===== config.mk =====
export PLATFORM = sky130hd
export DESIGN_NAME = dct_row_pass
export DESIGN_NICKNAME = d
export VERILOG_FILES = /design/src/verilog/dct_pkg.sv /design/src/verilog/dct_row_pass.sv
export VERILOG_INCLUDE_DIRS = /design/src /design/src/verilog
export SDC_FILE = /design/constraint.sdc
export NUM_CORES = 2
export LEC_CHECK = 0
export ABC_AREA = 1
export BUFFER_PORTS_ARGS = -buffer_cell sky130_fd_sc_hd__buf_2
export CORE_MARGIN = 8
export CORE_UTILIZATION = 35
export DETAILED_ROUTE_END_ITERATION = 10
export GPL_ROUTABILITY_DRIVEN = 0
export SKIP_CTS_REPAIR_TIMING = 1
export SLEW_MARGIN = 15
export SYNTH_ARGS = -nofsm -noshare
export SYNTH_HDL_FRONTEND = slang
export SYNTH_SLANG_ARGS = --single-unit

===== constraint.sdc =====
create_clock -name clk -period 8.6 [get_ports clk]
set_input_delay 1.29 -clock clk [delete_from_list [all_inputs] [get_ports clk]]
set_output_delay 1.29 -clock clk [all_outputs]
set_load 0.03 [all_outputs]

===== src/verilog/dct_consts.svh =====
/*
 * Luma DCT constants
 * Block size, datapath widths, level shift and rounding positions
 */

`ifndef DCT_CONSTS_SVH
`define DCT_CONSTS_SVH

// Block edge and pixel width
`define DCT_N          8
`define PIXEL_W        8

// Row pass accumulates in 25 bits and keeps 13 after rounding
`define ROW_ACC_W      25
`define ROW_RES_W      13
`define ROW_ROUND_BIT  11

// Column pass accumulates in 27 bits and keeps 11 after rounding
`define BLK_ACC_W      27
`define COEF_W         11
`define BLK_ROUND_BIT  15

// DC basis value, 8192 / sqrt(2) rounded
`define BASIS_DC       5793

// 128 * 8 * 5793, taken off the DC row sum instead of shifting each pixel
`define LEVEL_SHIFT    5932032

`endif

===== src/verilog/dct_pkg.sv =====
/*
 * Luma DCT types
 * Pixel, row result and coefficient block types plus the basis lookup
 */

`include "dct_consts.svh"

package dct_pkg;

	typedef logic [`PIXEL_W-1:0] pixel_t;
	typedef logic [$clog2(`DCT_N)-1:0] idx_t;
	typedef logic signed [14:0] basis_t;
	typedef logic signed [`ROW_RES_W-1:0] row_res_t;
	typedef logic signed [`COEF_W-1:0] coef_t;

	// One transformed row, tagged with the row it came from
	typedef struct packed {
		idx_t                       idx;
		row_res_t [`DCT_N-1:0]      res;
	} row_vec_t;

	// Indexed as coef[k][j], horizontal frequency first
	typedef struct packed {
		coef_t [`DCT_N-1:0][`DCT_N-1:0] coef;
	} coef_block_t;

	// Scaled DCT matrix entry for frequency k at position n
	function automatic basis_t dct_basis(input idx_t k, input idx_t n);
		logic [6:0] phase;
		logic [4:0] m;
		logic       neg;
		basis_t     mag;
		if (k == '0)
			return basis_t'(`BASIS_DC);
		// Angle in units of pi/16, folded into the first half turn
		phase = {n, 1'b1} * k;
		m = phase[4:0];
		if (m > 5'd16)
			m = 5'd0 - m;
		neg = (m > 5'd8);
		if (neg)
			m = 5'd16 - m;
		case (m)
			5'd0:    mag = 15'sd8192;
			5'd1:    mag = 15'sd8035;
			5'd2:    mag = 15'sd7568;
			5'd3:    mag = 15'sd6811;
			5'd4:    mag = basis_t'(`BASIS_DC);
			5'd5:    mag = 15'sd4551;
			5'd6:    mag = 15'sd3135;
			5'd7:    mag = 15'sd1598;
			default: mag = 15'sd0;
		endcase
		return neg ? -mag : mag;
	endfunction

endpackage


===== src/verilog/dct_row_pass.sv =====
/*
 * DCT row pass
 * Multiplies each row by the basis matrix, removes the level shift
 * from the DC term and rounds the eight sums to 13 bits
 */

`timescale 1ns/10ps
`include "dct_consts.svh"

module dct_row_pass import dct_pkg::*; (
	input  logic     clk,
	input  logic     rst,
	input  logic     tag_valid,
	input  pixel_t   tag_pixel,
	input  idx_t     tag_col,
	input  idx_t     tag_row,
	input  logic     tag_row_end,
	output logic     row_valid,
	output row_vec_t row
);

	logic [`DCT_N-1:0][`ROW_ACC_W-1:0] prod;
	logic                              prod_valid;
	logic                              prod_first;
	logic                              prod_end;
	idx_t                              prod_row;

	logic [`DCT_N-1:0][`ROW_ACC_W-1:0] acc;
	logic                              acc_end;
	idx_t                              acc_row;

	logic [`DCT_N-1:0][`ROW_ACC_W-1:0] shifted;

	always_ff @(posedge clk) begin
		if (rst) begin
			prod_valid <= 1'b0;
			prod_end <= 1'b0;
		end else begin
			prod_valid <= tag_valid;
			prod_end <= tag_valid && tag_row_end;
		end
	end

	// Pixels are unsigned, so a zero is put in front before the signed multiply
	always_ff @(posedge clk) begin
		if (tag_valid) begin
			for (int k = 0; k < `DCT_N; k++) begin
				prod[k] <= $signed({1'b0, tag_pixel}) * dct_basis(idx_t'(k), tag_col);
			end
			prod_first <= (tag_col == '0);
			prod_row <= tag_row;
		end
	end

	always_ff @(posedge clk) begin
		if (rst)
			acc_end <= 1'b0;
		else
			acc_end <= prod_end;
	end

	// The first pixel of a row starts the sums over
	always_ff @(posedge clk) begin
		if (prod_valid) begin
			for (int k = 0; k < `DCT_N; k++) begin
				acc[k] <= prod_first ? prod[k] : acc[k] + prod[k];
			end
			acc_row <= prod_row;
		end
	end

	// Only the DC sum carries the 128 offset; every other basis row sums to zero
	always_comb begin
		shifted = acc;
		shifted[0] = acc[0] - `ROW_ACC_W'(`LEVEL_SHIFT);
	end

	always_ff @(posedge clk) begin
		if (rst)
			row_valid <= 1'b0;
		else
			row_valid <= acc_end;
	end

	// Keep bits 24..12 and round on bit 11
	always_ff @(posedge clk) begin
		if (acc_end) begin
			for (int k = 0; k < `DCT_N; k++) begin
				row.res[k] <= row_res_t'(
					shifted[k][`ROW_ROUND_BIT+`ROW_RES_W:`ROW_ROUND_BIT+1] +
					shifted[k][`ROW_ROUND_BIT]);
			end
			row.idx <= acc_row;
		end
	end

endmodule


# --- After elaboration in Yosys (flattened, before gate mapping) ---
# Memory sizes are Yosys's and may differ from the RTL's.
# Index checks and enable logic that the tools add are counted.
totals:
  wordCells: 186
  n_memories: 8
  mem_bits_ro: 896
  reg_bits: 518
  output_inout_bits: 108
  inputBits: 18
memory_table:
  columns: ["memory", "depth", "word_bits", "rd", "rd_clocked_by_memory_dff", "write_ports", "line_no", "text"]
  rows:
  - ["(no name shown)", 8, 14, 1, 0, 0, "dct_pkg.sv:43", "case (m)"]
  - ["(no name shown)", 8, 14, 1, 0, 0, "dct_pkg.sv:43", null]
  - ["(no name shown)", 8, 14, 1, 0, 0, "dct_pkg.sv:43", null]
  - ["(no name shown)", 8, 14, 1, 0, 0, "dct_pkg.sv:43", null]
  - ["(no name shown)", 8, 14, 1, 0, 0, "dct_pkg.sv:43", null]
  - ["(no name shown)", 8, 14, 1, 0, 0, "dct_pkg.sv:43", null]
  - ["+2 memories", null, null, null, null, null, null, null]
classes:
  magnitude_cmp: 15
  n_reduce_logical: 10
  mux: 69
  multipliers: 12
  n_addsub: 40
ops:
  columns: ["cell", "count"]
  rows:
  - ["$mux 15", 27]
  - ["$add 25x25->25", 8]
  - ["$mux 25", 8]
  - ["$mul 9x15->24", 8]
  - ["$mux 5", 33]
  - ["$neg 15->15", 8]
  - ["$add 13x1->13", 8]
  - ["$gt 5x4->1 const B", 8]
  - ["$sub 5x5->5 const A", 8]
  - ["$gt 5x5->1 const B", 6]
  - ["$sub 1x5->5 const A", 6]
  - ["$sub 25x23->25 const B", 1]
  - ["$logic_not 2->1", 8]
  - ["$mul 4x3->5 const B", 2]
  - ["$gt 4x5->1 const B", 1]
  - ["$mul 4x2->5 const B", 1]
  - ["$sub 1x4->5 const A", 1]
  - ["$mul 4x2->4 const B", 1]
  - ["$logic_not 3->1", 1]
  - ["$logic_and 1x1->1", 1]
  - ["$mux 1", 1]

# --- Longest topological paths before layout ---
logic_depth:
  ltp_word: 16
  mapped_depth: 31
  mapped_depth_nobuf: 30

# --- Worst setup path before layout ---
# OpenSTA, ideal clock, no wires.
synth_path:
  kind: "input to register"
  startpoint: "input port tag_col[0]"
  endpoint: "register prod[191] in the netlist's numbering (data pin)"
  path_buffers: 1
  arrival_time_ns: 7.078
  setup_ns: 0.259
  cell_stages: 29
  required_time_ns: 8.341
  setup_slack_ns: 1.263
  cell_sequence: "buf_2 > inv_2 > fa_1 > inv_2 > fa_1 > or2_1 > nand2_1 > nand2_1 > nand2_1 > inv_2 > nand2_1 > nand2_4 > inv_2 > nand2_1 > fa_1 > inv_1 > fa_1 > inv_1 > fa_1 > fa_1 > inv_1 > ha_1 > a21oi_1 > nand2_1 > a21boi_0 > o21ai_0 > nand3b_1 > nand2_1 > xor2_1"
synth_between:
  elab_chain_len: 13
  word_cells_on_any_way: 16
  cone_classes: "3 x add/sub; 2 x mul; 2 x order compare; 7 x mux; 1 x reduce/logical; 1 x memory"
synth_rtl:
  columns: ["element", "line_no", "text"]
  rows:
  - ["start: declaration", "dct_row_pass.sv:15", "input idx_t tag_col,"]
  - ["$mul 4x3->5 *", "dct_pkg.sv:36", "phase = {n, 1'b1} * k;"]
  - ["$sub 1x5->5 or $gt 5x5->1 (tied branches)", "dct_pkg.sv:39, dct_pkg.sv:38", null]
  - ["$mux 5 *", "dct_pkg.sv:38", "if (m > 5'd16)"]
  - ["$mux 5 *", "dct_row_pass.sv:46", "if (tag_valid) begin"]
  - ["$sub 5x5->5 or $gt 5x4->1 (tied branches)", "dct_pkg.sv:42, dct_pkg.sv:40", null]
  - ["$mux 5", "dct_pkg.sv:41", "if (neg)"]
  - ["$mux 5", "dct_row_pass.sv:46", null]
  - ["$mem_v2 8x14 or $logic_not 2->1 (tied branches)", null, null]
  - ["$mux 15", "dct_pkg.sv:43", null]
  - ["$mux 15", "dct_row_pass.sv:46", null]
  - ["$neg 15->15", "dct_pkg.sv:54", "return neg ? -mag : mag;"]
  - ["$mux 15 *", "dct_pkg.sv:54", null]
  - ["$mul 9x15->24 *", "dct_row_pass.sv:48", "prod[k] <= $signed({1'b0, tag_pixel}) * dct_basis(idx_t'(k), tag_col);"]
  - ["end signal: indexed assignment", "dct_row_pass.sv:48", null]
  - ["end: declaration", "dct_row_pass.sv:22", "logic [`DCT_N-1:0][`ROW_ACC_W-1:0] prod;"]
# Mark *: on every way between the ends. The rest lies on a longest branch, timed or not. The select of a mux whose other input is x is not followed.
# A chain may end at the register's enable or synchronous reset.

# --- Worst setup path after layout ---
layout_path:
  startpoint: "input port tag_col[0]"
  endpoint: "register prod[195] in the netlist's numbering (data pin)"
# The elaborated chain is that of the path after synthesis.

==> metrics list <==
- The max-slew violation count was 0.
- Area of the core: 169300 um^2
- The area growth from synthesis to layout is 9.254%.
- The hold violation total from the final report came to 0.
* Most common cell in the synthesized netlist: sky130_fd_sc_hd__nand2_1
- Synth Cell Area: a little under 60000 um^2
- Routed vias/inst: 4.907
- Global routing finished with a remaining overflow of 0.
- Post-route ant nets: 0
- Slowest stage cell, crit path: sky130_fd_sc_hd__o21ai_1
* Cell with the most instances on the worst path: sky130_fd_sc_hd__fa_1
* Per-cell routed wire length: 16.15 um
- Of the cells placed in the final design, the portion with a size suffix greater than 1 is 0.05308.
- Before antenna repair, the detailed router went through 6 iterations.
- Final Net Count: between 8000 and 9000
- Clock-pin transition on the worst setup and hold timing paths: roughly 0.06 ns
* Post-layout instance area: 65050 um^2
* Highest Clock Rate: 134.9 MHz
* Dominant cell type by area after synthesis: sky130_fd_sc_hd__edfxtp_1
- Proportion of register bits with asynchronous set or reset after synthesis: 0
* Largest net degree at the start of global routing: 98
* Initial antenna violation count: 1
* Overall global routing resource usage: 0.1659
- Fraction of synthesized area in multiplexers: 0
- Wire length of the first global-routing pass: roughly 250000 um
* Post-synthesis share of cell area spent on and, or, nand and nor gates: 0.1898
* Num CTS Buffers: 68
- The number of global-route vias before repair was 47178.
* Routed WL: around 150000 um
- Worst stage delay on the critical path: ~0.65 ns
- The worst path needs 7.414 ns of the cycle, external delays included.
- Library cells used by synthesis: 54
- Synth Area in Adders: 0.3398
- The flow ran to the end, and the final reports show no timing, DRC or antenna violations.
* Total I/O pin count: about 130
* Commonest cells in the netlist: sky130_fd_sc_hd__nand2_1 (1457), sky130_fd_sc_hd__inv_1 (1417), sky130_fd_sc_hd__fa_1 (637), sky130_fd_sc_hd__ha_1 (598), sky130_fd_sc_hd__nor2_1 (598)
- Worst-skew pair later-pin latency: about 0.67 ns
- Final std cells w/o fill: approximately 9500
- Die Area: 183600 um^2
* Post-synthesis area per instance: 8.409 um^2
- Number of placement rows: roughly 150
- At the worst endpoint, the required time is 9.00 ns.
- Startpoint class of the critical path: input pin
- Syn Inst Count: 7081
- In this run the clock root is driven by a sky130_fd_sc_hd__clkbuf_16.
- The worst pin sits at a relative slew slack of 0.3083.
* Filler cells: 17070
* Slew at the pin closest to its max-slew limit: ~1.0 ns
* H-Tree Depth: 3
* Worst Setup Path Type: input pin to register
- Of the synthesized area, sequential elements account for 0.2550.
* Number of enable-type register cells in the synthesized netlist: 503
- Clock sink count: 507
- During synthesis, Yosys emitted a total of 0 warnings.
* Maximum fanout along the worst path: 11
* Unrepaired setup endpoints after global routing: no
- Half-perimeter wire length after detailed placement: ~120000 um
- Share of Yosys cell area claimed by the top area cell type: 0.2537
- The synthesized-area fraction occupied by ao, oa, aoi and oai cells is 0.07571.
* Class of the tightest hold or removal check: register to register
* Main combinational cell family by area after synthesis: adder cells
* Die W: 428.5 um
- The tool flagged a number of max-cap violations equal to 0.
* Setup violation total in the final timing report: 0
- Die height: 428.5 um
* Cell types with the largest area share after synthesis: sky130_fd_sc_hd__edfxtp_1 (25%), sky130_fd_sc_hd__fa_1 (21%), sky130_fd_sc_hd__ha_1 (13%), sky130_fd_sc_hd__nand2_1 (9.2%), sky130_fd_sc_hd__inv_1 (8.9%)
- Placed cells: 9349
* Count of unresolved DRC violations after routing: 0
- The worst setup path is captured at a register.
* Detailed-route via count: 46482
- Clock Tree Buf Depth: 3
- Data arrives at the worst endpoint at 7.81 ns.
- Clock skew on the completed layout was measured at 0.03514 ns.
- For this configuration, the core starts out at a cell density of 0.3517.
- TritonCTS clock tree: done
- Count of input and output buffers: 125
- Share of the clock period used by the worst path: 0.8621
- Flip-flop and latch count after synthesis: 507
- The signal on the critical path passes through buf_2 -> inv_2 -> fa_1 -> inv_2 -> fa_1 -> o21ai_1 -> ha_1 -> nor2_1 -> fa_1 -> fa_1 -> inv_1 -> fa_1 -> fa_1 -> inv_1 -> ha_1 -> a21oi_1 -> nand2_1 -> a21boi_0 -> o21ai_0 -> nand2_1 -> nand3_1 -> xor2_1.
- In this run, the number of DRC markers left after iteration 0 of detailed routing was approximately 3300.
- In the synthesized netlist the dominant register cell turns out to be sky130_fd_sc_hd__edfxtp_1.
* Post-synthesis share of cell area spent on xor and xnor gates: 0.04163
* Cell area reported after detailed placement: 62830 um^2
- In the final timing run, aggregate negative setup slack is 0 ns.
state kept, by name (all words and copies together), names as in the netlist:
register and cells:
acc 200, prod 189, row 107, acc_row 3
prod_row 3, acc_end 1, prod_end 1, prod_first 1
prod_valid 1, row_valid 1
cells in the final DEF (no fill, tap or decap), types with 24 or more instances in the layout:
master and n:
sky130_fd_sc_hd__a21boi_0 24, sky130_fd_sc_hd__a21o_1 29, sky130_fd_sc_hd__a21oi_1 390, sky130_fd_sc_hd__buf_2 124
sky130_fd_sc_hd__buf_4 40, sky130_fd_sc_hd__clkbuf_16 71, sky130_fd_sc_hd__edfxtp_1 503, sky130_fd_sc_hd__fa_1 637
sky130_fd_sc_hd__ha_1 598, sky130_fd_sc_hd__inv_1 1417, sky130_fd_sc_hd__nand2_1 1457, sky130_fd_sc_hd__nand3_1 331
sky130_fd_sc_hd__nand3b_1 35, sky130_fd_sc_hd__nand4_1 72, sky130_fd_sc_hd__nor2_1 598, sky130_fd_sc_hd__nor3_1 64
sky130_fd_sc_hd__o21ai_0 254, sky130_fd_sc_hd__o21bai_1 40, sky130_fd_sc_hd__or2_2 62, sky130_fd_sc_hd__xnor2_1 100
sky130_fd_sc_hd__xor2_1 183
worst max-delay path, delay by kind of cell:
family	cells	cell delay [ns]
AND/OR/NAND/NOR	4	0.41
adder cells (fa/ha/maj)	8	3.92
AO/OA/AOI/OAI	4	1.33
buffers and inverters	5	0.68
XOR/XNOR	1	0.15
layer usage:
layer,share of wire,wire length (um),track usage,vias up
met5,0,0,0,-
met4,0.041,6299,0.06450,0
met3,0.060,9233,0.02280,294
met2,0.44,67970,0.2659,1352
met1,0.45,69450,0.2275,22070
li1,-,-,-,22766
final timing paths:
path                    from        end  slack, ns  cells past startpoint
setup / recovery  tag_col[0]  prod[195]       1.19                     22
hold / removal      prod_end    acc_end       0.39                      2
setup reg to reg  prod_first   acc[116]       5.23                      4
hold reg to reg     prod_end    acc_end       0.39                      2
metrics by stage:
stage               hold slack, ns  setup slack, ns  utilization
floorplan                   0.3883            1.263            -
global placement            0.3802           0.6955       0.3712
detailed placement          0.3887           0.5555       0.3712
CTS                         0.3980            1.278       0.3843
global route                0.4198           0.6373       0.3843
finish                      0.3936            1.186       0.3843
cell families (layout without fill, tap and decap cells):
family | Yosys count | in the layout
fa+ha+maj | 1235 | 1235
flops | 507 | 507
compound gates | 821 | 821
other cells | 1 | 5
buf+inv | 1550 | 1719
simple gates | 2684 | 2684
xor+xnor | 283 | 283
cell type report:
class                      instances  area [um^2]  area share
clock inverter                    43        411.6    0.006328
antenna                            1        2.502  0.00003847
multi-input combinational       5027        38540      0.5924
inverter                        1431         5376     0.08264
timing repair buffer             166        954.7     0.01467
clock buffer                      79         1807     0.02777
tap                             2218         2775     0.04266
sequential                       507        15190      0.2335
Power is not shown: default switching activity piles up to over one toggle a cycle in this logic, so the estimate is an artifact.
