<file path="src/verilog/dct_consts.svh">
/*
 * Luma DCT constants
 * Block size, datapath widths, level shift and rounding positions
 */

`ifndef DCT_CONSTS_SVH
`define DCT_CONSTS_SVH

// Block edge and pixel width
`define DCT_N          8
`define PIXEL_W        8

// Row pass accumulates in 25 bits and keeps 13 after rounding
`define ROW_ACC_W      25
`define ROW_RES_W      13
`define ROW_ROUND_BIT  11

// Column pass accumulates in 27 bits and keeps 11 after rounding
`define BLK_ACC_W      27
`define COEF_W         11
`define BLK_ROUND_BIT  15

// DC basis value, 8192 / sqrt(2) rounded
`define BASIS_DC       5793

// 128 * 8 * 5793, taken off the DC row sum instead of shifting each pixel
`define LEVEL_SHIFT    5932032

`endif
</file>
<file path="src/verilog/dct_pkg.sv">
/*
 * Luma DCT types
 * Pixel, row result and coefficient block types plus the basis lookup
 */

`include "dct_consts.svh"

package dct_pkg;

	typedef logic [`PIXEL_W-1:0] pixel_t;
	typedef logic [$clog2(`DCT_N)-1:0] idx_t;
	typedef logic signed [14:0] basis_t;
	typedef logic signed [`ROW_RES_W-1:0] row_res_t;
	typedef logic signed [`COEF_W-1:0] coef_t;

	// One transformed row, tagged with the row it came from
	typedef struct packed {
		idx_t                       idx;
		row_res_t [`DCT_N-1:0]      res;
	} row_vec_t;

	// Indexed as coef[k][j], horizontal frequency first
	typedef struct packed {
		coef_t [`DCT_N-1:0][`DCT_N-1:0] coef;
	} coef_block_t;

	// Scaled DCT matrix entry for frequency k at position n
	function automatic basis_t dct_basis(input idx_t k, input idx_t n);
		logic [6:0] phase;
		logic [4:0] m;
		logic       neg;
		basis_t     mag;
		if (k == '0)
			return basis_t'(`BASIS_DC);
		// Angle in units of pi/16, folded into the first half turn
		phase = {n, 1'b1} * k;
		m = phase[4:0];
		if (m > 5'd16)
			m = 5'd0 - m;
		neg = (m > 5'd8);
		if (neg)
			m = 5'd16 - m;
		case (m)
			5'd0:    mag = 15'sd8192;
			5'd1:    mag = 15'sd8035;
			5'd2:    mag = 15'sd7568;
			5'd3:    mag = 15'sd6811;
			5'd4:    mag = basis_t'(`BASIS_DC);
			5'd5:    mag = 15'sd4551;
			5'd6:    mag = 15'sd3135;
			5'd7:    mag = 15'sd1598;
			default: mag = 15'sd0;
		endcase
		return neg ? -mag : mag;
	endfunction

endpackage

</file>
<file path="src/verilog/dct_sequencer.sv">
/*
 * Pixel sequencer
 * Tracks column and row within the block and tags each accepted pixel
 */

`timescale 1ns/10ps

module dct_sequencer import dct_pkg::*; (
	input  logic   clk,
	input  logic   rst,
	input  logic   pixel_valid,
	input  pixel_t pixel,
	output logic   tag_valid,
	output pixel_t tag_pixel,
	output idx_t   tag_col,
	output idx_t   tag_row,
	output logic   tag_row_end
);

	idx_t col_cnt;
	idx_t row_cnt;

	// A gap in pixel_valid throws away the partial block
	always_ff @(posedge clk) begin
		if (rst || !pixel_valid) begin
			col_cnt <= '0;
			row_cnt <= '0;
		end else begin
			col_cnt <= col_cnt + 1'b1;
			if (col_cnt == '1)
				row_cnt <= row_cnt + 1'b1;
		end
	end

	always_ff @(posedge clk) begin
		if (rst) begin
			tag_valid <= 1'b0;
			tag_row_end <= 1'b0;
		end else begin
			tag_valid <= pixel_valid;
			tag_row_end <= pixel_valid && (col_cnt == '1);
		end
	end

	// Position travels with the pixel from here on
	always_ff @(posedge clk) begin
		if (pixel_valid) begin
			tag_pixel <= pixel;
			tag_col <= col_cnt;
			tag_row <= row_cnt;
		end
	end

endmodule

</file>
<file path="config.mk">
export PLATFORM = sky130hd
export DESIGN_NAME = dct_sequencer
export DESIGN_NICKNAME = d
export VERILOG_FILES = /design/src/verilog/dct_pkg.sv /design/src/verilog/dct_sequencer.sv
export VERILOG_INCLUDE_DIRS = /design/src /design/src/verilog
export SDC_FILE = /design/constraint.sdc
export NUM_CORES = 1
export LEC_CHECK = 0
export ABC_AREA = 1
export CAP_MARGIN = 30
export CORE_AREA = 2 2 39 41
export CTS_CLUSTER_SIZE = 14
export DETAILED_ROUTE_END_ITERATION = 8
export DIE_AREA = 0 0 41 43
export DONT_BUFFER_PORTS = 1
export GPL_ROUTABILITY_DRIVEN = 0
export PLACE_DENSITY = 0.66
export SLEW_MARGIN = 20
export SYNTH_ARGS = -nofsm -noshare
export SYNTH_HDL_FRONTEND = slang
export SYNTH_SLANG_ARGS = --single-unit
</file>
<file path="constraint.sdc">
create_clock -name clk -period 1.4 [get_ports clk]
set_input_delay 0.14 -clock clk [delete_from_list [all_inputs] [get_ports clk]]
set_output_delay 0.14 -clock clk [all_outputs]
set_load 0.05 [all_outputs]
</file>
# Word level (Yosys, flattened, before mapping)
# Cells that the tools add are included.
dict set report word_totals {
  reg_bits 22
  latch_bits 0
  ramBits 0
  romBits 0
  inputBits 11
  output_inout_bits 16
  elab_cells 13
  n_memories 0
}
dict set report classes {
  addsub 2
  mul 0
  div 0
  n_lt_le_gt_ge 0
  n_eq_ne 1
  shifts 0
  muxes 0
  bitwise 0
  reduce_logical 3
}
# op count
set ops {}
lappend ops {{3-bit by 1-bit adder with 3-bit output, second input constant} 2}
lappend ops {{3-bit equality test, second input constant} 1}
lappend ops {{1-bit logical AND} 1}
lappend ops {{1-bit logical NOT} 1}
lappend ops {{1-bit logical OR} 1}

# Logic depth before layout (Yosys ltp)
# Gate-level depths: netlist of the first run.
dict set report depth {
  ltp_word 2
  ltp_mapped 5
}

# Worst setup path before layout of the first run
# Ideal clock, no wire load.
dict set report synth_path {
  path_kind {flip-flop to flip-flop}
  from {reg col_cnt[0]}
  to {reg row_cnt[2]}
  t_arrival_ns 0.887
  slack_ns 0.398
  stages_incl_launch_ff 5
  n_path_buf 0
  synth_period_minus_slack_ns 1.002
  cell_sequence {dfxtp_1 > ha_1 > ha_1 > a21oi_1 > nor2_1}
}
dict set report synth_between {
  elab_chain_cells 1
}
# item line_no
set synth_lines {}
lappend synth_lines {{from (decl)} dct_sequencer.sv:20} ;# idx_t col_cnt;
lappend synth_lines {{from (signal assigned)} dct_sequencer.sv:29} ;# col_cnt <= col_cnt + 1'b1;
lappend synth_lines {{3-bit equality test} dct_sequencer.sv:30} ;# if (col_cnt == '1)
lappend synth_lines {{to (signal assigned)} dct_sequencer.sv:31} ;# row_cnt <= row_cnt + 1'b1;
lappend synth_lines {{to (decl)} dct_sequencer.sv:21} ;# idx_t row_cnt;
# No other way between the ends.
# A chain may end at the register's enable or synchronous reset.

# Worst setup path after layout of the first run
dict set report layout_path {
  from {in rst}
  to {reg tag_valid}
}
# item line_no
set layout_rtl {}
lappend layout_rtl {{from (decl)} dct_sequencer.sv:10} ;# input logic rst,
lappend layout_rtl {{to (signal assigned)} dct_sequencer.sv:40} ;# tag_valid <= pixel_valid;
lappend layout_rtl {{to (decl)} dct_sequencer.sv:13} ;# output logic tag_valid,
# No word-level cell between the ends.

==> results of run 1 <==
sequential cells by signal (all words and copies together), names as in the netlist:
signal,cells
row_cnt,3
col_cnt,3
tag_row_end,1
tag_row,3
tag_pixel,8
tag_valid,1
tag_col,3
tightest hold or removal path: stages:
cell and delay [ns]:
inv_2 0.05, nor2_4 0.04, nand2_1 0.06, nor2_1 0.03
cells by family after synthesis:
| logic type | after synthesis | synth area share |
|---|---|---|
| AOI/OAI and AO/OA | 2 | 0.0192 |
| adders and majority gates | 3 | 0.0525 |
| buffers and inverters | 5 | 0.0262 |
| DFF | 22 | 0.811 |
| and+or+nand+nor | 15 | 0.0909 |
area by class of cell:
class / count / area (um^2) / share of cell area
clock buffers: 4 / 26.3 / 0.0301
inverters: 5 / 18.8 / 0.0215
multi-input cells: 20 / 116 / 0.133
flip-flops and latches: 22 / 581 / 0.666
well taps: 16 / 20.0 / 0.0230
repair buffers: 11 / 110 / 0.126
metrics by stage:
step | power (mW) | hold slack (ns) | worst slack, ns | instance area, um^2 | cells
after floorplan | 0.854 | 0.212 | 0.398 | 716 | 47
after global placement | 0.857 | 0.214 | 0.362 | 736 | 63
after detailed placement | 0.860 | 0.217 | 0.309 | 736 | 63
after CTS | 1.16 | 0.0548 | 0.258 | 872 | 78
after global routing | 1.20 | 0.0475 | 0.176 | 872 | 78
final | 1.16 | 0.0528 | 0.250 | 872 | 78
power groups by stage:
stage               Sequential [mW]  Clock (mW)  Combinational (mW)
floorplan                     0.844           0              0.0105
global placement              0.846           0              0.0113
detailed placement            0.847           0              0.0127
CTS                           0.832       0.281              0.0450
global route                  0.835       0.315              0.0486
finish                        0.831       0.282              0.0447
synthesized netlist by cell type:
cell,count
edfxtp_1,14
inv_2,1
dfxtp_1,8
nor2_4,1
a21oi_1,1
nand3_1,1
a21oi_2,1
nor2_1,7
ha_1,3
inv_1,4
nand2_1,6
worst paths after layout:
check	from	slack [ns]	endpoint
worst min register to register	col_cnt[1]	0.45	tag_col[1]
worst max-delay path	rst	0.25	tag_valid
worst min-delay path	pixel_valid	0.05	row_cnt[2]
worst max register to register	col_cnt[0]	0.27	row_cnt[1]
per-layer routing:
layer,share of wire,vias to the layer above
met4,0,0
met3,0.073,0
met2,0.47,23
li1,-,187
met1,0.46,173
met5,0,-
what timing repair did:
item,in CTS,in global routing
buffers inserted,0,0
hold buffers,11,0
setup endpoints to repair,0,0
endpoints found under the hold margin,25,0
gates resized for setup,0,0
==> impl_metrics.prom, run 1 <==
# TYPE chip_impl_metric gauge
chip_impl_metric{name="switching_share",unit=""} 0.258
chip_impl_metric{name="finClkSkew",unit="ns"} 0.00496
chip_impl_metric{name="fin_tns_setup",unit="ns"} 0
chip_impl_metric{name="via_count_of_the_first_global_routing_pass",unit=""} 359
chip_impl_info{name="critical-path-slowest-cell",value="dlygate4sd3_1"} 1
chip_impl_metric{name="ir_worst_vdd",unit="V"} 0.000732
chip_impl_metric{name="crit_cells",unit=""} 3
chip_impl_metric{name="io-pin-count",unit=""} 27
chip_impl_metric{name="antenna_found_initial",unit=""} 0
chip_impl_info{name="ctsRootBufferMaster",value="clkbuf_4"} 1
chip_impl_metric{name="chipHeight",unit="um"} 43
chip_impl_metric{name="grt_util_overall",unit=""} 0.138
chip_impl_metric{name="drt_drc_violations_left",unit=""} 0
chip_impl_metric{name="syn-instance-count",unit=""} 47
chip_impl_metric{name="critical_path.max_fanout",unit=""} 3
chip_impl_metric{name="power_frac_seq",unit=""} 0.718
chip_impl_metric{name="clk_transition_reported_paths",unit="ns"} 0.11
chip_impl_info{name="crit_path_frequent_cell",value="dlygate4sd3_1"} 1
chip_impl_metric{name="tightestPinTransition",unit="ns"} 0.595
chip_impl_info{name="grt_setup_unrepaired",value="false"} 1
chip_impl_info{name="synth_area_leader_cell",value="edfxtp_1"} 1
chip_impl_metric{name="cellInternalPower",unit="uW"} 859
chip_impl_metric{name="die_area",unit="um^2"} 1760
chip_impl_metric{name="antennaDiodeCount",unit=""} 0
chip_impl_info{name="clock_tree_from_tritoncts",value="yes"} 1
chip_impl_metric{name="share_of_the_yosys_chip_area_belonging_to_registers",unit=""} 0.811
chip_impl_metric{name="yosys.cell_types.count",unit=""} 11
chip_impl_metric{name="fin_util",unit=""} 0.630
chip_impl_metric{name="detailroute.via_count",unit=""} 383
chip_impl_metric{name="drtPass1Iterations",unit=""} 4
chip_impl_info{name="setup.worst_path.class",value="input port to register"} 1
chip_impl_metric{name="area_delta_synth_final",unit="%"} 21.9
chip_impl_metric{name="drtIter0Drc",unit=""} 2
chip_impl_info{name="synth_area_leaders",value="edfxtp_1 (59%), dfxtp_1 (22%), ha_1 (5.2%), nor2_1 (3.7%), nand2_1 (3.1%)"} 1
chip_impl_metric{name="grt_use_met3",unit=""} 0.0471
chip_impl_metric{name="worstRegToRegCells",unit=""} 5
chip_impl_info{name="run_status",value="finished clean"} 1
chip_impl_info{name="timing.critical_path.max_delay_family",value="buffers and inverters"} 1
chip_impl_metric{name="vias_per_cell",unit=""} 4.91
chip_impl_metric{name="p_leak",unit="nW"} 0.333
chip_impl_metric{name="grt_max_degree",unit=""} 15
chip_impl_metric{name="grt.met2_usage",unit=""} 0.206
chip_impl_metric{name="dpl.hpwl",unit="um"} 746
chip_impl_metric{name="timing.final.setup_violations",unit=""} 0
chip_impl_metric{name="cts_max_path_buffers",unit=""} 2
chip_impl_metric{name="initial_core_util",unit=""} 0.517
chip_impl_info{name="most_common_cell_after_layout_fill_and_taps_aside",value="edfxtp_1"} 1
chip_impl_metric{name="final_min_period_over_clock_period",unit=""} 0.822
chip_impl_metric{name="routed_wirelength",unit="um"} 1110
chip_impl_metric{name="rows",unit=""} 14
chip_impl_info{name="hold_path.class",value="input port to register"} 1
chip_impl_metric{name="slew_viol_final",unit=""} 0
chip_impl_metric{name="core_region_area",unit="um^2"} 1380
chip_impl_metric{name="gr-total-overflow",unit=""} 0
chip_impl_metric{name="grt.met1_usage",unit=""} 0.176
chip_impl_metric{name="numCtsBuffers",unit=""} 3
chip_impl_metric{name="switching_power",unit="uW"} 298
chip_impl_metric{name="synth_warnings",unit=""} 0
chip_impl_metric{name="die_width",unit="um"} 41
chip_impl_metric{name="biggest_cell_delay_along_the_critical_path",unit="ns"} 0.57
chip_impl_metric{name="portion_of_synthesized_cell_area_occupied_by_the_leading_cell_type",unit=""} 0.587
chip_impl_metric{name="cts_sinks",unit=""} 22
chip_impl_metric{name="share_comb_of_total_power",unit=""} 0.039
chip_impl_metric{name="clock_power_share",unit=""} 0.243
chip_impl_metric{name="fin_nets",unit=""} 77
chip_impl_metric{name="critical_path_arrival",unit="ns"} 1.39
chip_impl_metric{name="synth_fp_nets",unit=""} 61
chip_impl_metric{name="slew_headroom",unit=""} 0.602
chip_impl_metric{name="share_of_layout_cells_above_drive_strength_1",unit=""} 0.0968
chip_impl_metric{name="syn_avg_cell_area",unit="um^2"} 15.2
chip_impl_metric{name="power.density",unit="nW/um^2"} 1330
chip_impl_metric{name="clk-insertion-delay-late",unit="ns"} 0.29
chip_impl_info{name="layout_common_cells",value="edfxtp_1 (14), dlygate4sd3_1 (11), dfxtp_1 (8), nor2_1 (7), nand2_1 (6)"} 1
chip_impl_metric{name="hold_viol",unit=""} 0
chip_impl_metric{name="final.fill_count",unit=""} 102
chip_impl_metric{name="buffers_added_on_ports",unit=""} 0
chip_impl_metric{name="mappedNetlistArea",unit="um^2"} 716
chip_impl_metric{name="crit_required",unit="ns"} 1.64
chip_impl_metric{name="postSynthRegisterBits",unit=""} 22
chip_impl_metric{name="h-tree-depth",unit=""} 1
chip_impl_metric{name="timing.max_cap.violations",unit=""} 0
chip_impl_metric{name="timing.critical_path.buf_inv",unit=""} 2
chip_impl_metric{name="period_needed",unit="ns"} 1.15
chip_impl_metric{name="grt_first_pass_wirelength",unit="um"} 1570
chip_impl_metric{name="max_freq",unit="MHz"} 869
chip_impl_info{name="critical_path.endpoint_type",value="register"} 1
chip_impl_info{name="globalRoute.busiestLayer",value="met2"} 1
chip_impl_metric{name="antenna_violation_net_count_after_detailed_routing",unit=""} 0
chip_impl_metric{name="hold-path-cell-count",unit=""} 4
chip_impl_info{name="crit_path_cell_trace",value="dlygate4sd3_1 -> nor2_4 -> dlygate4sd3_1"} 1
chip_impl_metric{name="routed_wire_length_per_instance",unit="um"} 14.2
chip_impl_info{name="critPathLaunchType",value="input port"} 1
(Power assumes the default switching activity.)
==> inputs of run 2 (changes only) <==
--- a/config.mk
+++ b/config.mk
@@ -6,15 +6,15 @@
 export SDC_FILE = /design/constraint.sdc
 export NUM_CORES = 1
 export LEC_CHECK = 0
-export ABC_AREA = 1
+export ABC_AREA = 0
 export CAP_MARGIN = 30
-export CORE_AREA = 2 2 39 41
+export CORE_AREA = 2 2 41 43
 export CTS_CLUSTER_SIZE = 14
 export DETAILED_ROUTE_END_ITERATION = 8
-export DIE_AREA = 0 0 41 43
+export DIE_AREA = 0 0 43 45
 export DONT_BUFFER_PORTS = 1
 export GPL_ROUTABILITY_DRIVEN = 0
-export PLACE_DENSITY = 0.66
+export PLACE_DENSITY = 0.62
 export SLEW_MARGIN = 20
 export SYNTH_ARGS = -nofsm -noshare
 export SYNTH_HDL_FRONTEND = slang
==> constraint.sdc (replaced) <==
create_clock -name clk -period 1 [get_ports clk]
set_input_delay 0.1 -clock clk [delete_from_list [all_inputs] [get_ports clk]]
set_output_delay 0.1 -clock clk [all_outputs]
set_load 0.05 [all_outputs]
==> run 2 against run 1 <==
  * The flow now finishes with violations (hold timing, setup timing)
  * Combinational power rose to 5.8 times the previous value
  * Design area rose by 22%
  * Via count rose by 7.6%
  * Synthesized area fell by 1.0%
  * Clock skew fell by 0.0021 ns
  * Sequential power rose by 24%
  * Synthesized cell count fell by 19%
  * First-iteration DRC count rose by 100%
  * Register-to-register slack got worse by 0.33 ns
  * Critical endpoint is now row_cnt[2]
  * Largest cell class unchanged
  * Highest routed layer unchanged
==> impl_metrics.prom, run 2 <==
# TYPE chip_impl_metric gauge
chip_impl_info{name="run_status",value="complete, but fails checks"} 1
chip_impl_info{name="violated_checks",value="hold timing, setup timing"} 1
chip_impl_metric{name="max_freq",unit="MHz"} 945
chip_impl_metric{name="grt_util_overall",unit=""} 0.141
chip_impl_metric{name="syn-instance-count",unit=""} 38
chip_impl_info{name="most_used_standard_cell_by_instance_count_after_synthesis",value="edfxtp_1"} 1
chip_impl_metric{name="gr-total-overflow",unit=""} 0
chip_impl_metric{name="io-pin-count",unit=""} 27
chip_impl_metric{name="period_needed",unit="ns"} 1.06
chip_impl_metric{name="finalPower",unit="mW"} 1.76
chip_impl_metric{name="synth_fp_nets",unit=""} 52
chip_impl_metric{name="core_region_area",unit="um^2"} 1470
chip_impl_metric{name="cts_sinks",unit=""} 22
chip_impl_info{name="setup.worst_path.end",value="row_cnt[2]"} 1
chip_impl_metric{name="cts_max_path_buffers",unit=""} 2
chip_impl_metric{name="slew_headroom",unit=""} 0.870
chip_impl_metric{name="die_width",unit="um"} 43
chip_impl_metric{name="die_area",unit="um^2"} 1940
chip_impl_info{name="grt_setup_unrepaired",value="true"} 1
chip_impl_metric{name="flip_flop_count_of_the_largest_register_all_copies_and_words_added",unit=""} 8
chip_impl_metric{name="h-tree-depth",unit=""} 1
chip_impl_metric{name="timing.final.setup_violations",unit=""} 2
chip_impl_metric{name="initial_core_util",unit=""} 0.481
chip_impl_metric{name="vias_per_cell",unit=""} 4.85
chip_impl_metric{name="routed_wirelength",unit="um"} 1320
chip_impl_info{name="synth_area_leader_cell",value="edfxtp_1"} 1
chip_impl_info{name="clock_tree_from_tritoncts",value="yes"} 1
chip_impl_metric{name="finalWorstSetupSlack",unit="ns"} -0.0579
chip_impl_metric{name="share_of_the_yosys_chip_area_belonging_to_registers",unit=""} 0.820
chip_impl_metric{name="drtPass1Iterations",unit=""} 4
chip_impl_metric{name="synth_warnings",unit=""} 0
chip_impl_metric{name="mappedNetlistArea",unit="um^2"} 708
chip_impl_info{name="ys_dominant_reg_cell",value="edfxtp_1"} 1
chip_impl_metric{name="tightestPinTransition",unit="ns"} 0.194
chip_impl_info{name="critical-path-slowest-cell",value="dfxtp_2"} 1
chip_impl_info{name="synth_commonest_cells",value="edfxtp_1 (14), dfxtp_1 (8), ha_1 (3), nor2_1 (3), and2_1 (2)"} 1
chip_impl_info{name="worstReg2RegStart",value="col_cnt[1]"} 1
chip_impl_info{name="layout_common_cells",value="edfxtp_1 (14), buf_6 (10), dlygate4sd3_1 (9), buf_4 (8), dfxtp_1 (6)"} 1
chip_impl_metric{name="power.density",unit="nW/um^2"} 1650
chip_impl_info{name="ctsRootBufferMaster",value="clkbuf_4"} 1
chip_impl_metric{name="ir_worst_vdd",unit="V"} 0.00101
chip_impl_metric{name="postSynthRegisterBits",unit=""} 22
chip_impl_metric{name="fin_util",unit=""} 0.724
chip_impl_metric{name="antenna_found_initial",unit=""} 0
chip_impl_metric{name="worstRegToRegCells",unit=""} 4
chip_impl_metric{name="timing.critical_path.buf_inv",unit=""} 0
chip_impl_metric{name="routed_wire_length_per_instance",unit="um"} 15.5
chip_impl_metric{name="dpl.hpwl",unit="um"} 884
chip_impl_metric{name="finClkSkew",unit="ns"} 0.00284
chip_impl_metric{name="slew_viol_final",unit=""} 0
chip_impl_metric{name="critical_path_arrival",unit="ns"} 1.30
chip_impl_info{name="synth_area_leaders",value="edfxtp_1 (59%), dfxtp_1 (23%), ha_1 (5.3%), nand2b_4 (1.9%), and2_1 (1.8%)"} 1
chip_impl_metric{name="chipHeight",unit="um"} 45
chip_impl_metric{name="timing.max_cap.violations",unit=""} 0
chip_impl_info{name="register_containing_the_most_flip_flops_in_the_final_layout",value="tag_pixel"} 1
chip_impl_metric{name="detailroute.via_count",unit=""} 412
chip_impl_metric{name="area_delta_synth_final",unit="%"} 50.5
chip_impl_info{name="timing.critical_path.max_delay_family",value="flip-flops"} 1
chip_impl_metric{name="hold_slack",unit="ns"} -0.0958
chip_impl_metric{name="antenna_violation_net_count_after_detailed_routing",unit=""} 0
chip_impl_info{name="rr_endpoint",value="row_cnt[2]"} 1
chip_impl_metric{name="fin_nets",unit=""} 84
chip_impl_info{name="critPathLaunchType",value="register"} 1
chip_impl_info{name="crit_path_frequent_cell",value="ha_4"} 1
chip_impl_info{name="setup.worst_path.class",value="register to register"} 1
chip_impl_metric{name="rows",unit=""} 14
chip_impl_metric{name="crit_cells",unit=""} 4
chip_impl_metric{name="p_leak",unit="nW"} 0.433
chip_impl_metric{name="drtIter0Drc",unit=""} 4
chip_impl_info{name="most_common_cell_after_layout_fill_and_taps_aside",value="edfxtp_1"} 1
chip_impl_metric{name="async_flop_share",unit=""} 0
chip_impl_metric{name="yosys.cell_types.count",unit=""} 13
chip_impl_metric{name="drt_drc_violations_left",unit=""} 0
chip_impl_info{name="hold_path.class",value="input port to register"} 1
chip_impl_metric{name="clk-insertion-delay-late",unit="ns"} 0.29
chip_impl_info{name="crit_path_cell_trace",value="ha_4 -> ha_4 -> a21bo_2 -> a21oi_2"} 1
chip_impl_metric{name="via_count_of_the_first_global_routing_pass",unit=""} 429
chip_impl_metric{name="portion_of_synthesized_cell_area_occupied_by_the_leading_cell_type",unit=""} 0.594
chip_impl_metric{name="hold_viol",unit=""} 18
chip_impl_metric{name="biggest_cell_delay_along_the_critical_path",unit="ns"} 0.35
chip_impl_metric{name="grt_first_pass_wirelength",unit="um"} 1930
chip_impl_info{name="critical_path.endpoint_type",value="register"} 1
chip_impl_metric{name="crit_required",unit="ns"} 1.24
chip_impl_metric{name="cts_hold_buffers",unit=""} 9
chip_impl_metric{name="synth_enable_flop_cells",unit=""} 14
chip_impl_metric{name="grt_max_degree",unit=""} 16
chip_impl_info{name="worstSetupStartpoint",value="col_cnt[1]"} 1
chip_impl_metric{name="buffers_added_on_ports",unit=""} 0
chip_impl_metric{name="timing.reg2reg.setup_slack",unit="ns"} -0.06
chip_impl_metric{name="clk_transition_reported_paths",unit="ns"} 0.11
chip_impl_metric{name="antennaDiodeCount",unit=""} 0
chip_impl_metric{name="numCtsBuffers",unit=""} 3
chip_impl_metric{name="share_of_layout_cells_above_drive_strength_1",unit=""} 0.449
chip_impl_metric{name="critical_path.max_fanout",unit=""} 5
chip_impl_metric{name="dp_slack",unit="ns"} -0.0725
chip_impl_metric{name="syn_avg_cell_area",unit="um^2"} 18.6
chip_impl_metric{name="final_min_period_over_clock_period",unit=""} 1.06
## run 2: changes by cell type after synthesis, moves of 2 or more
cell,before,now
nand2_1,6,0
inv_1,4,1
and2_1,0,2
nor2_1,7,3
## run 2: worst min-delay path by stage
stage | from | to | slack (ns) | cells after the start
after floorplan | pixel[0] | tag_pixel[0] | 0.20 | 0
after global placement | pixel[5] | tag_pixel[5] | 0.20 | 0
after detailed placement | pixel[4] | tag_pixel[4] | 0.20 | 0
after CTS | pixel_valid | tag_pixel[6] | -0.10 | 0
after global routing | pixel_valid | tag_pixel[2] | -0.11 | 0
final | pixel_valid | tag_pixel[6] | -0.1 | 0
## run 2: repair_timing
item | in CTS | in global routing
pin swaps | 0 | 1
gates resized for setup | 6 | 9
endpoints found under the hold margin | 27 | 18
buffers inserted | 1 | 0
setup endpoints to repair | 5 | 12
## run 2: layer usage
layer	GRT usage	vias up	wire length, um
met2	0.282	18	700
met5	0	-	0
met1	0.132	197	497
met3	0.0320	0	116
li1	-	197	-
met4	0.0727	0	0
## run 2: layout make-up
type	count	area (um^2)
inverter	1	3.75
clock buffer	4	36.3
sequential	22	583
fill	103	405
multi-input combinational	15	160
tap	16	20.0
timing repair buffer	27	263
## run 2: cell families (layout without fill, tap and decap cells)
logic type	Yosys count	in the layout	synth area share
simple gates	8	8	0.0742
flops	22	22	0.820
xor+xnor	1	1	0.0124
fa+ha+maj	3	3	0.0530
mux	1	1	0.0141
compound gates	2	2	0.0212
buf+inv	1	32	0.00530
## run 2: where the power goes
part           switching, mW  internal (mW)  leakage (nW)  total [mW]
logic                  0.162         0.0992         0.207       0.261
registers             0.0197           1.01         0.206        1.03
clock network          0.247          0.222        0.0210       0.469
## run 2: stage by stage
stage	area [um^2]	std cells	TNS [ns]
2_1_floorplan	723	38	0
5_1_grt	1070	85	-0.218
3_3_place_gp	871	71	0
3_5_place_dp	871	71	-0.123
6_report	1070	85	-0.0869
4_1_cts	1030	85	-0.0780
==> inputs of run 3 (changes only) <==
--- a/config.mk
+++ b/config.mk
@@ -8,13 +8,15 @@
 export LEC_CHECK = 0
 export ABC_AREA = 0
 export CAP_MARGIN = 30
-export CORE_AREA = 2 2 41 43
+export CELL_PAD_IN_SITES_DETAIL_PLACEMENT = 2
+export CELL_PAD_IN_SITES_GLOBAL_PLACEMENT = 2
+export CORE_AREA = 2 2 48 50
 export CTS_CLUSTER_SIZE = 14
 export DETAILED_ROUTE_END_ITERATION = 8
-export DIE_AREA = 0 0 43 45
+export DIE_AREA = 0 0 50 52
 export DONT_BUFFER_PORTS = 1
 export GPL_ROUTABILITY_DRIVEN = 0
-export PLACE_DENSITY = 0.62
+export PLACE_DENSITY = 0.64
 export SLEW_MARGIN = 20
 export SYNTH_ARGS = -nofsm -noshare
 export SYNTH_HDL_FRONTEND = slang
==> run 3 against run 2 <==
  * The run still ends with hold timing, setup timing left
  * Flip-flop and latch count unchanged
  * Non-clock buffer count decreased by 1
  * Final cell count increased by 13%
  * Clock skew increased by 0.0059 ns
  * Via count increased by 2.2%
  * Register-to-register slack about the same
  * Total power increased by 12%
  * Critical path type unchanged
  * Largest cell class unchanged
==> impl_metrics.prom, run 3 (same netlist as run 2, synthesis figures left out) <==
# TYPE chip_impl_metric gauge
chip_impl_info{name="run_status",value="complete, but fails checks"} 1
chip_impl_info{name="violated_checks",value="hold timing, setup timing"} 1
chip_impl_info{name="critical-path-slowest-cell",value="dfxtp_2"} 1
chip_impl_metric{name="clk-insertion-delay-late",unit="ns"} 0.30
chip_impl_info{name="layout_common_cells",value="buf_6 (14), edfxtp_1 (14), dlygate4sd3_1 (8), dfxtp_1 (6), buf_4 (4)"} 1
chip_impl_metric{name="routed_wire_length_per_instance",unit="um"} 18.0
chip_impl_metric{name="core_region_area",unit="um^2"} 2110
chip_impl_metric{name="antennaDiodeCount",unit=""} 0
chip_impl_metric{name="p_leak",unit="nW"} 0.441
chip_impl_metric{name="initial_core_util",unit=""} 0.336
chip_impl_metric{name="crit_required",unit="ns"} 1.24
chip_impl_info{name="clock_tree_from_tritoncts",value="yes"} 1
chip_impl_metric{name="timing.final.setup_violations",unit=""} 5
chip_impl_info{name="routed.top_layer",value="met3"} 1
chip_impl_metric{name="detailroute.via_count",unit=""} 421
chip_impl_info{name="ctsRootBufferMaster",value="clkbuf_4"} 1
chip_impl_metric{name="drt_drc_violations_left",unit=""} 0
chip_impl_metric{name="drtPass1Iterations",unit=""} 3
chip_impl_info{name="whs_endpoint",value="tag_col[2]"} 1
chip_impl_metric{name="fin_util",unit=""} 0.523
chip_impl_metric{name="share_of_layout_cells_above_drive_strength_1",unit=""} 0.441
chip_impl_metric{name="ir_worst_vdd",unit="V"} 0.000830
chip_impl_metric{name="critical_path_arrival",unit="ns"} 1.31
chip_impl_metric{name="grt_util_overall",unit=""} 0.145
chip_impl_metric{name="hold-path-cell-count",unit=""} 0
chip_impl_metric{name="fin_nets",unit=""} 83
chip_impl_metric{name="slew_headroom",unit=""} 0.913
chip_impl_metric{name="routed_wirelength",unit="um"} 1730
chip_impl_metric{name="timing.reg2reg.setup_slack",unit="ns"} -0.07
chip_impl_metric{name="period_needed",unit="ns"} 1.07
chip_impl_metric{name="numCtsBuffers",unit=""} 3
chip_impl_metric{name="amount_of_wire_on_met2_after_detailed_routing",unit="um"} 911
chip_impl_metric{name="power.density",unit="nW/um^2"} 1790
chip_impl_metric{name="final_min_period_over_clock_period",unit=""} 1.07
chip_impl_metric{name="h-tree-depth",unit=""} 1
chip_impl_metric{name="dpl.hpwl",unit="um"} 1090
chip_impl_metric{name="die_area",unit="um^2"} 2600
chip_impl_metric{name="clk_transition_reported_paths",unit="ns"} 0.13
chip_impl_metric{name="cts_hold_buffers",unit=""} 8
chip_impl_info{name="crit_path_cell_trace",value="ha_4 -> ha_4 -> a21bo_4 -> a21oi_2"} 1
chip_impl_metric{name="antenna_violation_net_count_after_detailed_routing",unit=""} 0
chip_impl_metric{name="flip_flop_count_of_the_largest_register_all_copies_and_words_added",unit=""} 8
chip_impl_metric{name="rows",unit=""} 17
chip_impl_metric{name="gr-total-overflow",unit=""} 0
chip_impl_metric{name="grt_max_degree",unit=""} 16
chip_impl_info{name="worstReg2RegStart",value="col_cnt[1]"} 1
chip_impl_info{name="critPathLaunchType",value="register"} 1
chip_impl_metric{name="area_delta_synth_final",unit="%"} 55.7
chip_impl_metric{name="buffers_added_on_ports",unit=""} 0
chip_impl_info{name="crit_path_frequent_cell",value="ha_4"} 1
chip_impl_metric{name="grt_first_pass_wirelength",unit="um"} 2640
chip_impl_info{name="hold_path.class",value="input port to register"} 1
chip_impl_info{name="setup.worst_path.class",value="register to register"} 1
chip_impl_info{name="rr_endpoint",value="row_cnt[2]"} 1
chip_impl_metric{name="tightestPinTransition",unit="ns"} 0.127
chip_impl_metric{name="cts_max_path_buffers",unit=""} 2
chip_impl_metric{name="drtIter0Drc",unit=""} 3
chip_impl_metric{name="place.detailed.instances",unit=""} 83
chip_impl_metric{name="final.fill_count",unit=""} 193
chip_impl_metric{name="timing.max_cap.violations",unit=""} 0
chip_impl_metric{name="io-pin-count",unit=""} 27
chip_impl_metric{name="finish.cell_count_without_fillers",unit=""} 96
chip_impl_metric{name="die_width",unit="um"} 50
chip_impl_info{name="register_containing_the_most_flip_flops_in_the_final_layout",value="tag_pixel"} 1
chip_impl_info{name="critical_path.endpoint_type",value="register"} 1
chip_impl_metric{name="antenna_found_initial",unit=""} 0
chip_impl_info{name="holdCritStartpoint",value="pixel_valid"} 1
chip_impl_metric{name="finClkSkew",unit="ns"} 0.00875
chip_impl_metric{name="critical_path.max_fanout",unit=""} 5
chip_impl_metric{name="wirelength_met1",unit="um"} 732
chip_impl_metric{name="max_freq",unit="MHz"} 938
chip_impl_metric{name="via_count_of_the_first_global_routing_pass",unit=""} 462
chip_impl_metric{name="worstRegToRegCells",unit=""} 4
chip_impl_metric{name="slew_viol_final",unit=""} 0
chip_impl_metric{name="finalWorstSetupSlack",unit="ns"} -0.0659
chip_impl_info{name="grt_setup_unrepaired",value="true"} 1
chip_impl_metric{name="vias_per_cell",unit=""} 4.39
chip_impl_metric{name="biggest_cell_delay_along_the_critical_path",unit="ns"} 0.36
chip_impl_metric{name="hold_slack",unit="ns"} -0.102
chip_impl_metric{name="cts_sinks",unit=""} 22
chip_impl_metric{name="chipHeight",unit="um"} 52
chip_impl_metric{name="route.met3.wl",unit="um"} 83
chip_impl_metric{name="hold_viol",unit=""} 18
run 3: how the worst max path moves through the flow:
stage          slack [ns]    endpoint  depth (start not counted)        from
3_5_place_dp        -0.08  row_cnt[2]                          4  col_cnt[0]
2_1_floorplan      0.0001  row_cnt[2]                          4  col_cnt[0]
6_report            -0.07  row_cnt[2]                          4  col_cnt[1]
5_1_grt             -0.11  row_cnt[2]                          4  col_cnt[0]
4_1_cts             -0.09  row_cnt[2]                          4  col_cnt[0]
3_3_place_gp       -0.002  row_cnt[2]                          4  col_cnt[0]
run 3: final cells by class:
| cell class | count | area [um^2] | share of cell area |
|---|---|---|---|
| Sequential cell | 22 | 583 | 0.529 |
| Timing Repair Buffer | 26 | 268 | 0.243 |
| Multi-Input combinational cell | 15 | 160 | 0.145 |
| Tap cell | 28 | 35.0 | 0.0318 |
| Clock inverter | 1 | 30.0 | 0.0272 |
| Clock buffer | 3 | 22.5 | 0.0204 |
| Inverter | 1 | 3.75 | 0.00341 |
run 3: where the power goes:
group	internal (mW)	switching (mW)	total, mW	leakage [nW]
logic	0.100	0.167	0.267	0.207
registers	1.01	0.0234	1.04	0.206
clock network	0.405	0.264	0.669	0.0279
run 3: critical path, delay by kind of cell (launching register included):
| kind | cells | cell delay, ns |
|---|---|---|
| flops | 1 | 0.36 |
| fa+ha+maj | 2 | 0.34 |
| compound gates | 2 | 0.30 |
run 3: metrics by stage:
step	setup TNS [ns]	power, mW	setup slack [ns]	cell area (um^2)	hold WS (ns)
after floorplan	0	1.19	0.000147	723	0.199
final	-0.161	1.97	-0.0659	1100	-0.102
after global placement	-0.00200	1.26	-0.00200	886	0.199
after CTS	-0.167	1.96	-0.0947	1060	-0.103
after detailed placement	-0.157	1.26	-0.0791	886	0.199
after global routing	-0.619	2.04	-0.107	1100	-0.133
run 3: timing repair:
action | in CTS | in global routing
hold endpoints to repair | 26 | 18
resized for setup | 10 | 10
buffers inserted | 1 | 0
pin swaps | 1 | 1
endpoints found under the setup margin | 8 | 18
run 3: layer usage:
layer,vias to the layer above,GRT usage
met5,-,0
li1,196,-
met3,0,0.0402
met4,0,0.0417
met2,18,0.250
met1,207,0.178
